### src/include/link_test_macros.svh
`ifndef LINK_TEST_MACROS_SVH
`define LINK_TEST_MACROS_SVH

////////////////////////////////////////
// 8b/10b special and data codes
////////////////////////////////////////

// sync idle pair is D5.6 over K28.5
`define LT_K28_5 8'hBC
`define LT_D5_6 8'hC5

// start of frame is K28.2 over K27.7
`define LT_K27_7 8'hFB
`define LT_K28_2 8'h5C

// end of frame is K29.7 over K30.7
`define LT_K30_7 8'hFE
`define LT_K29_7 8'hFD

////////////////////////////////////////
// frame fields and sizes
////////////////////////////////////////

`define LT_HEAD_0 16'hEB90
`define LT_HEAD_1 16'hE116
`define LT_FILE_END 16'h8101

// idles sent ahead of every frame
`define LT_SYNC_WORDS 4

`define LT_FIFO_DEPTH 16

`endif

### src/hw/link_test_pkg.sv
package link_test_pkg;

    // generator walks one field per accepted word
    typedef enum logic [3:0] {
        GEN_IDLE      = 4'd0,
        GEN_SYNC      = 4'd1,
        GEN_SOF       = 4'd2,
        GEN_HEAD0     = 4'd3,
        GEN_HEAD1     = 4'd4,
        GEN_FILE_END  = 4'd5,
        GEN_FRAME_CNT = 4'd6,
        GEN_LENGTH    = 4'd7,
        GEN_DATA      = 4'd8,
        GEN_CHECKSUM  = 4'd9,
        GEN_EOF       = 4'd10
    } gen_state_t;

    // checker state names the field expected next
    typedef enum logic [3:0] {
        CHK_HUNT      = 4'd0,
        CHK_SYNC      = 4'd1,
        CHK_SOF       = 4'd2,
        CHK_HEAD0     = 4'd3,
        CHK_HEAD1     = 4'd4,
        CHK_FILE_END  = 4'd5,
        CHK_FRAME_CNT = 4'd6,
        CHK_LENGTH    = 4'd7,
        CHK_DATA      = 4'd8,
        CHK_CHECKSUM  = 4'd9,
        CHK_EOF       = 4'd10
    } chk_state_t;

    // code 7 stays free as the length field is not checked
    typedef enum logic [3:0] {
        ERR_NONE      = 4'd0,
        ERR_SYNC      = 4'd1,
        ERR_SOF       = 4'd2,
        ERR_HEAD0     = 4'd3,
        ERR_HEAD1     = 4'd4,
        ERR_FILE_END  = 4'd5,
        ERR_FRAME_CNT = 4'd6,
        ERR_DATA      = 4'd8,
        ERR_CHECKSUM  = 4'd9,
        ERR_EOF       = 4'd10
    } err_code_t;

endpackage

### src/hw/frame_generator.sv
`timescale 1ns/1ps
`include "link_test_macros.svh"

module frame_generator (
    input  logic        clk,
    input  logic        i_arst_n,
    input  logic        i_soft_rst,
    input  logic        i_gen_ena,
    input  logic        i_inject_error,
    input  logic [15:0] i_frame_words,
    input  logic        i_full,
    output logic        o_wr,
    output logic [15:0] o_data,
    output logic        o_k_msb,
    output logic        o_k_lsb
);

    import link_test_pkg::*;

    gen_state_t  state;
    logic [15:0] word_cnt;
    logic [15:0] frame_cnt;
    logic [15:0] frame_words;
    logic [15:0] frame_len;
    logic [15:0] checksum;
    logic        inj_pend;
    logic        step;

    // one word per cycle unless stalled by the lane
    assign step      = i_gen_ena & ~i_full;
    assign o_wr      = step & (state != GEN_IDLE);
    assign frame_len = {frame_words[14:0], 1'b0};

    ////////////////////////////////////////
    // word for the current field
    ////////////////////////////////////////

    always_comb begin
        o_data  = 16'h0000;
        o_k_msb = 1'b0;
        o_k_lsb = 1'b0;
        case (state)
            GEN_SYNC: begin
                o_data  = {`LT_D5_6, `LT_K28_5};
                o_k_lsb = 1'b1;
            end
            GEN_SOF: begin
                o_data  = {`LT_K28_2, `LT_K27_7};
                o_k_msb = 1'b1;
                o_k_lsb = 1'b1;
            end
            GEN_HEAD0:     o_data = `LT_HEAD_0;
            GEN_HEAD1:     o_data = `LT_HEAD_1;
            GEN_FILE_END:  o_data = `LT_FILE_END;
            GEN_FRAME_CNT: o_data = frame_cnt;
            GEN_LENGTH:    o_data = frame_len;
            // injected fault flips the lsb of the ramp only
            GEN_DATA:      o_data = word_cnt ^ {15'd0, inj_pend};
            GEN_CHECKSUM:  o_data = checksum;
            GEN_EOF: begin
                o_data  = {`LT_K29_7, `LT_K30_7};
                o_k_msb = 1'b1;
                o_k_lsb = 1'b1;
            end
            default: o_data = 16'h0000;
        endcase
    end

    ////////////////////////////////////////
    // frame FSM
    ////////////////////////////////////////

    always_ff @(posedge clk or negedge i_arst_n) begin
        if (!i_arst_n) begin
            state     <= GEN_IDLE;
            word_cnt  <= 16'd0;
            frame_cnt <= 16'd0;
        end else if (i_soft_rst) begin
            state     <= GEN_IDLE;
            word_cnt  <= 16'd0;
            frame_cnt <= 16'd0;
        end else if (step) begin
            case (state)
                GEN_IDLE: begin
                    word_cnt <= 16'd0;
                    state    <= GEN_SYNC;
                end
                GEN_SYNC: begin
                    if (word_cnt == 16'(`LT_SYNC_WORDS - 1)) begin
                        word_cnt <= 16'd0;
                        state    <= GEN_SOF;
                    end else begin
                        word_cnt <= word_cnt + 16'd1;
                    end
                end
                GEN_SOF:       state <= GEN_HEAD0;
                GEN_HEAD0:     state <= GEN_HEAD1;
                GEN_HEAD1:     state <= GEN_FILE_END;
                GEN_FILE_END:  state <= GEN_FRAME_CNT;
                GEN_FRAME_CNT: state <= GEN_LENGTH;
                GEN_LENGTH: begin
                    word_cnt <= 16'd0;
                    state    <= GEN_DATA;
                end
                GEN_DATA: begin
                    word_cnt <= word_cnt + 16'd1;
                    if (word_cnt == frame_words - 16'd1) begin
                        state <= GEN_CHECKSUM;
                    end
                end
                GEN_CHECKSUM:  state <= GEN_EOF;
                GEN_EOF: begin
                    frame_cnt <= frame_cnt + 16'd1;
                    word_cnt  <= 16'd0;
                    state     <= GEN_SYNC;
                end
                default: state <= GEN_IDLE;
            endcase
        end
    end

    // size sampled at frame start and sum kept from HEAD_1 through the ramp
    always_ff @(posedge clk) begin
        if (step) begin
            case (state)
                GEN_SOF:       frame_words <= (i_frame_words == 16'd0) ? 16'd1 : i_frame_words;
                GEN_HEAD1:     checksum <= `LT_HEAD_1;
                GEN_FILE_END:  checksum <= checksum + `LT_FILE_END;
                GEN_FRAME_CNT: checksum <= checksum + frame_cnt;
                GEN_LENGTH:    checksum <= checksum + frame_len;
                GEN_DATA:      checksum <= checksum + word_cnt;
                default:       checksum <= checksum;
            endcase
        end
    end

    // inject request waits for the next data word
    always_ff @(posedge clk or negedge i_arst_n) begin
        if (!i_arst_n) begin
            inj_pend <= 1'b0;
        end else if (i_soft_rst) begin
            inj_pend <= 1'b0;
        end else if (i_inject_error) begin
            inj_pend <= 1'b1;
        end else if (step && state == GEN_DATA) begin
            inj_pend <= 1'b0;
        end
    end

    a_ramp_in_range: assert property (@(posedge clk) disable iff (!i_arst_n)
        state == GEN_DATA |-> word_cnt < frame_words)
        else $error("ramp index ran past the frame size");

endmodule

### src/hw/lane_fifo.sv
`timescale 1ns/1ps

module lane_fifo #(
    parameter int DEPTH = 16
) (
    input  logic        clk,
    input  logic        i_arst_n,
    input  logic        i_soft_rst,
    input  logic        i_wr,
    input  logic [15:0] i_data,
    input  logic        i_k_msb,
    input  logic        i_k_lsb,
    input  logic        i_rd_ena,
    output logic        o_rd,
    output logic [15:0] o_data,
    output logic        o_k_msb,
    output logic        o_k_lsb,
    output logic        o_full
);

    localparam int AW = $clog2(DEPTH);
    localparam int CW = $clog2(DEPTH + 1);

    // each entry is {k_msb, k_lsb, data}
    logic [17:0]   mem [DEPTH];
    logic [AW-1:0] wr_ptr;
    logic [AW-1:0] rd_ptr;
    logic [CW-1:0] count;
    logic          push;
    logic          pop;

    assign o_full = (count == CW'(DEPTH));
    assign push   = i_wr & ~o_full;
    assign pop    = i_rd_ena & (count != '0);

    ////////////////////////////////////////
    // pointers and occupancy
    ////////////////////////////////////////

    always_ff @(posedge clk or negedge i_arst_n) begin
        if (!i_arst_n) begin
            wr_ptr <= '0;
            rd_ptr <= '0;
            count  <= '0;
            o_rd   <= 1'b0;
        end else if (i_soft_rst) begin
            wr_ptr <= '0;
            rd_ptr <= '0;
            count  <= '0;
            o_rd   <= 1'b0;
        end else begin
            o_rd <= pop;
            if (push) begin
                wr_ptr <= (wr_ptr == AW'(DEPTH - 1)) ? '0 : wr_ptr + 1'b1;
            end
            if (pop) begin
                rd_ptr <= (rd_ptr == AW'(DEPTH - 1)) ? '0 : rd_ptr + 1'b1;
            end
            case ({push, pop})
                2'b10:   count <= count + 1'b1;
                2'b01:   count <= count - 1'b1;
                default: count <= count;
            endcase
        end
    end

    // storage and output word
    always_ff @(posedge clk) begin
        if (push) begin
            mem[wr_ptr] <= {i_k_msb, i_k_lsb, i_data};
        end
        if (pop) begin
            {o_k_msb, o_k_lsb, o_data} <= mem[rd_ptr];
        end
    end

    // producer must honour the full level
    a_no_write_full: assert property (@(posedge clk) disable iff (!i_arst_n)
        i_wr |-> !o_full)
        else $error("lane word dropped, write while full");

endmodule

### src/hw/rx_frame_checker.sv
`timescale 1ns/1ps
`include "link_test_macros.svh"

module rx_frame_checker (
    input  logic                     clk,
    input  logic                     i_arst_n,
    input  logic                     i_soft_rst,
    input  logic                     i_valid,
    input  logic [15:0]              i_data,
    input  logic                     i_k_msb,
    input  logic                     i_k_lsb,
    output logic                     o_check_error,
    output link_test_pkg::err_code_t o_error_code,
    output logic                     o_frame_ok,
    output logic [15:0]              o_error_count
);

    import link_test_pkg::*;

    chk_state_t  state;
    chk_state_t  next_state;
    err_code_t   fail;
    logic        done;

    logic        rx_valid;
    logic [15:0] rx_data;
    logic        rx_k_msb;
    logic        rx_k_lsb;

    logic [15:0] last_cnt;
    logic [15:0] cnt;
    logic [15:0] data_len;
    logic [15:0] sum;

    logic        is_sync;
    logic        is_sof;
    logic        is_eof;
    logic        is_plain;

    // input stage
    always_ff @(posedge clk or negedge i_arst_n) begin
        if (!i_arst_n) begin
            rx_valid <= 1'b0;
        end else if (i_soft_rst) begin
            rx_valid <= 1'b0;
        end else begin
            rx_valid <= i_valid;
        end
    end

    always_ff @(posedge clk) begin
        rx_data  <= i_data;
        rx_k_msb <= i_k_msb;
        rx_k_lsb <= i_k_lsb;
    end

    assign is_sync  = ~rx_k_msb & rx_k_lsb & (rx_data == {`LT_D5_6, `LT_K28_5});
    assign is_sof   = rx_k_msb & rx_k_lsb & (rx_data == {`LT_K28_2, `LT_K27_7});
    assign is_eof   = rx_k_msb & rx_k_lsb & (rx_data == {`LT_K29_7, `LT_K30_7});
    assign is_plain = ~rx_k_msb & ~rx_k_lsb;

    ////////////////////////////////////////
    // field compare and next state
    ////////////////////////////////////////

    always_comb begin
        next_state = state;
        fail       = ERR_NONE;
        done       = 1'b0;
        if (rx_valid) begin
            case (state)
                // stray words while hunting are dropped quietly
                CHK_HUNT: begin
                    if (is_sync) begin
                        next_state = CHK_SYNC;
                    end else if (is_sof) begin
                        fail = ERR_SYNC;
                    end
                end
                CHK_SYNC: begin
                    if (!is_sync) begin
                        fail = ERR_SYNC;
                    end else if (cnt == 16'(`LT_SYNC_WORDS - 1)) begin
                        next_state = CHK_SOF;
                    end
                end
                CHK_SOF: begin
                    if (is_sof) begin
                        next_state = CHK_HEAD0;
                    end else begin
                        fail = ERR_SOF;
                    end
                end
                CHK_HEAD0: begin
                    next_state = CHK_HEAD1;
                    if (!is_plain || rx_data != `LT_HEAD_0) begin
                        fail = ERR_HEAD0;
                    end
                end
                CHK_HEAD1: begin
                    next_state = CHK_FILE_END;
                    if (!is_plain || rx_data != `LT_HEAD_1) begin
                        fail = ERR_HEAD1;
                    end
                end
                CHK_FILE_END: begin
                    next_state = CHK_FRAME_CNT;
                    if (!is_plain || rx_data != `LT_FILE_END) begin
                        fail = ERR_FILE_END;
                    end
                end
                CHK_FRAME_CNT: begin
                    next_state = CHK_LENGTH;
                    if (!is_plain || rx_data != last_cnt + 16'd1) begin
                        fail = ERR_FRAME_CNT;
                    end
                end
                // an empty ramp goes straight to the checksum
                CHK_LENGTH: begin
                    next_state = (rx_data[15:1] == 15'd0) ? CHK_CHECKSUM : CHK_DATA;
                end
                CHK_DATA: begin
                    if (!is_plain || rx_data != cnt) begin
                        fail = ERR_DATA;
                    end else if (cnt == data_len - 16'd1) begin
                        next_state = CHK_CHECKSUM;
                    end
                end
                CHK_CHECKSUM: begin
                    next_state = CHK_EOF;
                    if (!is_plain || rx_data != sum) begin
                        fail = ERR_CHECKSUM;
                    end
                end
                CHK_EOF: begin
                    next_state = CHK_HUNT;
                    if (is_eof) begin
                        done = 1'b1;
                    end else begin
                        fail = ERR_EOF;
                    end
                end
                default: next_state = CHK_HUNT;
            endcase
            if (fail != ERR_NONE) begin
                next_state = CHK_HUNT;
            end
        end
    end

    ////////////////////////////////////////
    // state, reporting and error count
    ////////////////////////////////////////

    always_ff @(posedge clk or negedge i_arst_n) begin
        if (!i_arst_n) begin
            state         <= CHK_HUNT;
            last_cnt      <= 16'hFFFF;
            o_check_error <= 1'b0;
            o_error_code  <= ERR_NONE;
            o_frame_ok    <= 1'b0;
            o_error_count <= 16'd0;
        end else if (i_soft_rst) begin
            state         <= CHK_HUNT;
            last_cnt      <= 16'hFFFF;
            o_check_error <= 1'b0;
            o_error_code  <= ERR_NONE;
            o_frame_ok    <= 1'b0;
            o_error_count <= 16'd0;
        end else begin
            state         <= next_state;
            o_check_error <= (fail != ERR_NONE);
            o_error_code  <= fail;
            o_frame_ok    <= done;
            // count even a bad value so the next frame lines up again
            if (rx_valid && state == CHK_FRAME_CNT) begin
                last_cnt <= rx_data;
            end
            if (fail != ERR_NONE && o_error_count != 16'hFFFF) begin
                o_error_count <= o_error_count + 16'd1;
            end
        end
    end

    // field counters and running sum restart on entry
    always_ff @(posedge clk) begin
        if (rx_valid) begin
            case (state)
                CHK_HUNT:      cnt <= 16'd1;
                CHK_SYNC:      cnt <= cnt + 16'd1;
                CHK_HEAD1:     sum <= rx_data;
                CHK_FILE_END:  sum <= sum + rx_data;
                CHK_FRAME_CNT: sum <= sum + rx_data;
                CHK_LENGTH: begin
                    sum      <= sum + rx_data;
                    data_len <= {1'b0, rx_data[15:1]};
                    cnt      <= 16'd0;
                end
                CHK_DATA: begin
                    sum <= sum + rx_data;
                    cnt <= cnt + 16'd1;
                end
                default:       cnt <= cnt;
            endcase
        end
    end

    a_data_in_range: assert property (@(posedge clk) disable iff (!i_arst_n)
        state == CHK_DATA |-> cnt < data_len)
        else $error("data index ran past the received length");

endmodule

### src/hw/link_test_top.sv
`timescale 1ns/1ps
`include "link_test_macros.svh"

module link_test_top (
    input  logic                     clk,
    input  logic                     i_arst_n,
    input  logic                     i_soft_rst,
    input  logic                     i_gen_ena,
    input  logic                     i_check_ena,
    input  logic                     i_inject_error,
    input  logic [15:0]              i_frame_words,
    output logic                     o_check_error,
    output link_test_pkg::err_code_t o_error_code,
    output logic                     o_frame_ok,
    output logic [15:0]              o_error_count
);

    // generator side of the lane
    logic        gen_wr;
    logic [15:0] gen_data;
    logic        gen_k_msb;
    logic        gen_k_lsb;
    logic        fifo_full;

    // checker side of the lane
    logic        fifo_rd;
    logic [15:0] fifo_data;
    logic        fifo_k_msb;
    logic        fifo_k_lsb;

    frame_generator u_gen (
        .clk            (clk),
        .i_arst_n       (i_arst_n),
        .i_soft_rst     (i_soft_rst),
        .i_gen_ena      (i_gen_ena),
        .i_inject_error (i_inject_error),
        .i_frame_words  (i_frame_words),
        .i_full         (fifo_full),
        .o_wr           (gen_wr),
        .o_data         (gen_data),
        .o_k_msb        (gen_k_msb),
        .o_k_lsb        (gen_k_lsb)
    );

    lane_fifo #(
        .DEPTH (`LT_FIFO_DEPTH)
    ) u_fifo (
        .clk        (clk),
        .i_arst_n   (i_arst_n),
        .i_soft_rst (i_soft_rst),
        .i_wr       (gen_wr),
        .i_data     (gen_data),
        .i_k_msb    (gen_k_msb),
        .i_k_lsb    (gen_k_lsb),
        .i_rd_ena   (i_check_ena),
        .o_rd       (fifo_rd),
        .o_data     (fifo_data),
        .o_k_msb    (fifo_k_msb),
        .o_k_lsb    (fifo_k_lsb),
        .o_full     (fifo_full)
    );

    rx_frame_checker u_chk (
        .clk           (clk),
        .i_arst_n      (i_arst_n),
        .i_soft_rst    (i_soft_rst),
        .i_valid       (fifo_rd),
        .i_data        (fifo_data),
        .i_k_msb       (fifo_k_msb),
        .i_k_lsb       (fifo_k_lsb),
        .o_check_error (o_check_error),
        .o_error_code  (o_error_code),
        .o_frame_ok    (o_frame_ok),
        .o_error_count (o_error_count)
    );

endmodule

### config.mk
export PLATFORM = sky130hd
export DESIGN_NAME = link_test_top
export DESIGN_NICKNAME = d
export VERILOG_FILES = /design/src/hw/link_test_pkg.sv /design/src/hw/frame_generator.sv /design/src/hw/lane_fifo.sv /design/src/hw/rx_frame_checker.sv /design/src/hw/link_test_top.sv
export VERILOG_INCLUDE_DIRS = /design/src /design/src/include
export SDC_FILE = /design/constraint.sdc
export NUM_CORES = 1
export LEC_CHECK = 0
export BUFFER_PORTS_ARGS = -buffer_cell sky130_fd_sc_hd__buf_4
export CAP_MARGIN = 20
export CORE_UTILIZATION = 55
export CTS_CLUSTER_DIAMETER = 150
export DETAILED_ROUTE_END_ITERATION = 12
export GPL_TIMING_DRIVEN = 0
export PLACE_DENSITY = 0.75
export SETUP_SLACK_MARGIN = 0.05
export SLEW_MARGIN = 20
export SYNTH_ARGS = -nofsm -noshare
export SYNTH_HDL_FRONTEND = slang
export SYNTH_SLANG_ARGS = --single-unit
### constraint.sdc
create_clock -name clk -period 6.85 [get_ports clk]
set_input_delay 1.0275 -clock clk [delete_from_list [all_inputs] [get_ports clk]]
set_output_delay 1.0275 -clock clk [all_outputs]
set_load 0.005 [all_outputs]
==> key figures <==
Run status
  • Result of the run: complete, no violations

Yosys
  • Leading area contributor after synthesis: edfxtp_1
  • Number of flops mapped to enable cells by yosys: 385
  • Post-synthesis compound-gate area fraction: 11.3%
  • Post-Synth Adder-Cell Area: 3.25%
  • Post-synth ARST share: 18.9%
  • Synth Net Count: 2176
  • Synthesized instance count: 2091
  • Largest family of logic cells by synthesized area: simple AND/OR/NAND/NOR gates
  • Post-synthesis mux area share: 7.81%
  • Synthesized cell area: between 0.02 and 0.03 sq mm
  • Ys Warns: 0
  • Count of cell types in the netlist: 98
  • Simple-Gate Fraction of Synth Area: 12.8%
  • Xor and xnor area share after synthesis: around 5.1%
  • Synth top area share: 45.9%
  • Main area contributors after synthesis: edfxtp_1 (46%), dfrtp_1 (7.7%), mux4_2 (3.2%), mux2i_1 (3.1%), ha_1 (2.9%)
  • Main synth FF type: edfxtp_1
  • Synthesized area per cell: 12.1 sq um
  • FF+latch count, synth: 497
  • Register area share after synthesis: 56.7%

Worst hold path
  • Hold Crit Class: reg2reg
  • Hold Crit Start: u_fifo.o_data[13]

Setup path
  • Worst path slowest cell: o41ai_1
  • CP startpoint: u_gen.state[2]
  • CP delay by family, top: compound AO/OA/AOI/OAI gates
  • Crit Path Class: reg2reg
  • Arrival @ worst endpoint: 5330 ps
  • CP Launch Type: register
  • Buf/Inv on CP: 2
  • FF-to-FF setup slack: about 1800 ps
  • FF-to-FF Start: u_gen.state[2]
  • Critical Path RT: 7160 ps
  • Setup crit end kind: register
  • Worst path cell trace: nand2b_1 -> nor3_1 -> clkbuf_1 -> clkbuf_1 -> o21ai_0 -> ha_1 -> fa_1 -> a211oi_1 -> o21bai_1 -> a31oi_1 -> o21ai_0 -> o41ai_1 -> o21a_1 -> xor2_1 -> o221ai_1
  • Crit path max fanout: 10
  • CP max stage delay: 500 ps

Power
  • VDD IR max: 0.221 mV
  • Clock Power Share: between 20 and 30%
  • Pwr dens: 330 mW/mm^2
  • Switching power: 3.10 mW
  • Combinational share of power: 28.0%
  • Pint: 6.24 mW
  • Switching Share: 33.2%
  • Seq pwr share: 43.3%
  • P_leak: 9.95 nW
  • Final Power: around 9.3 mW

Clocking
  • Post-cts resize count: 0
  • CTS tree: built
  • Hold_buf cts: 0
  • Clock transition at path regs: 60 ps
  • CTS sink count: 497
  • Worst-Skew Late Latency: 630 ps
  • CTS Root Cell: clkbuf_16
  • CTS Buf Count: 50
  • Clock Path Buffers: 3
  • H-tree levels: 2
  • Postcts setup bufs: 0

Layout
  • Ratio of cells with drive above 1 in the final layout: 13.6%
  • Fillers: 3461
  • Final Util: roughly 62%
  • Fin nets: 2292
  • P&R area growth vs syn: 12.0%
  • Max reg flops: between 200 and 300
  • Antenna diodes: 0
  • Largest reg by FF count: u_fifo.mem

Drt
  • Final WL: 66.5 mm
  • Initial DRC count: 1869
  • Via count: 18238
  • Antenna Nets Post-Route: 0
  • Vias/cell: between 6 and 7
  • DRC Markers: 0
  • Wirelength per Cell: 23.3 um
  • DRT Pass-1 Iters: 8

Die
  • Initial Utilization: 55.7%
  • Core Footprint: about 0.045 sq mm
  • I/O pin cnt: 44
  • Row cnt: 78
  • Die area: approximately 0.047 sq mm
  • Die Span X: roughly 220 um
  • Die height: 216 um

Timing
  • Final Hold Vio Count: 0
  • RSZ-0062 raised after global routing: no
  • Slew Limit Headroom: 32.0%
  • Endpoints failing setup: 0
  • Final period utilization: 73.4%
  • Fmax: 199 MHz
  • Crit path time final: roughly 5000 ps
  • Total Neg Setup Slack: 0 ps
  • Transition time at the pin with the least slew margin: 1010 ps
  • Clock Skews: 59.5 ps
  • Final slew viol count: 0

GRT
  • Pin count of the biggest net entering global routing: 95
  • Vias in the first global route: 17749
  • GRT Resource Usage Total: roughly 29%
  • Initial antenna violation count: 1
  • First-pass GRT wire length: 103 mm
  • Gr ovfl total: 0

Place
  • PortBufs: 42
  • DP HPWL: ~46 mm
  • Placer Congestion: 0.983

Run
  • Max-Cap Viols: 0
==> path summary, 6_finish.rpt <==
| path | to | cells past startpoint |
|---|---|---|
| max | u_gen.checksum[14] | 15 |
| min | u_chk.rx_data[13] | 0 |
| max reg2reg | u_gen.checksum[14] | 15 |
| min reg2reg | u_chk.rx_data[13] | 0 |
| max in group asynchronous | u_gen.frame_cnt[11] | 1 |
| min in group asynchronous | u_chk.o_error_count[5] | 1 |
==> final cells by class <==
type | instances | area [sq um] | share of cell area [%]
timing repair buffer | 64 | 571 | 2.02
tap | 600 | 751 | 2.66
clock inverter | 28 | 269 | 0.952
buffer | 135 | 604 | 2.14
multi-input combinational | 1417 | 10200 | 36.3
clock buffer | 66 | 1350 | 4.79
sequential | 497 | 14300 | 50.6
inverter | 42 | 158 | 0.558
==> stage by stage <==
stage	area, sq um	setup WS, ps	hold WS, ps	instances
2_1_floorplan	25200	2920	323	2091
3_3_place_gp	26300	1150	324	2733
3_5_place_dp	26600	1990	327	2755
4_1_cts	28200	1960	341	2849
5_1_grt	28200	1490	349	2849
6_report	28200	1820	339	2849
==> kinds of logic after synthesis <==
kind of cell / count (synthesis)
adders and majority gates: 63
AOI/OAI and AO/OA: 429
muxes: 145
buffers and inverters: 177
DFF: 497
xor gates and xnor gates: 147
and+or+nand+nor: 633
==> synth_stat cells (all sizes together) (17+ instances only) <==
| master | instances |
|---|---|
| a21oi | 110 |
| a221oi | 22 |
| a22oi | 31 |
| and3 | 20 |
| buf | 24 |
| clkbuf | 108 |
| dfrtp | 78 |
| dfxtp | 18 |
| edfxtp | 385 |
| ha | 59 |
| inv | 42 |
| mux2 | 32 |
| mux2i | 77 |
| mux4 | 36 |
| nand2 | 137 |
| nand3 | 51 |
| nand4 | 30 |
| nor2 | 170 |
| nor2b | 23 |
| nor3 | 48 |
| nor4 | 28 |
| o21ai | 109 |
| o22a | 17 |
| or3 | 20 |
| xnor2 | 71 |
| xor2 | 76 |
==> worst reg2reg max path, cell delays in order (launching register included) <==
cell and delay (ps):
dfrtp_1 430, nand2b_1 220, nor3_1 220, clkbuf_1 440, clkbuf_1 380, o21ai_0 270
ha_1 310, fa_1 460, a211oi_1 370, o21bai_1 160, a31oi_1 250, o21ai_0 190
o41ai_1 500, o21a_1 230, xor2_1 150, o221ai_1 130
==> metal layers <==
metal	vias up	share of wire [%]	wire length [um]	GRT usage [%]
met5	-	0.021	14	0
met4	2	3.1	2080	10.3
met3	136	7.9	5280	4.06
met2	886	48	31600	46.4
met1	9066	41	27500	39.6
li1	8148	-	-	-
==> power by group through the flow <==
stage / logic (mW) / clock network, mW / registers [mW]
5_1_grt: 2.79 / 2.84 / 4.06
2_1_floorplan: 1.69 / 0 / 4.02
6_report: 2.61 / 2.68 / 4.04
4_1_cts: 2.57 / 2.72 / 4.04
3_5_place_dp: 2.53 / 0 / 4.09
3_3_place_gp: 2.40 / 0 / 4.09
==> placed cells by master (no fill, tap or decap), types with 42 or more instances in the layout <==
cell / Yosys / layout
inv_1: 42 / 42
nor2_1: 170 / 156
mux2i_1: 77 / 77
xor2_1: 76 / 76
nor3_1: 48 / 43
clkbuf_1: 105 / 118
o21ai_0: 107 / 104
a21oi_1: 102 / 100
ha_1: 59 / 59
buf_4: 3 / 52
dfrtp_1: 78 / 78
edfxtp_1: 385 / 385
clkbuf_16: 0 / 51
xnor2_1: 71 / 71
nand2_1: 137 / 137
nand3_1: 51 / 51
Power figures use the tool's default switching activity.
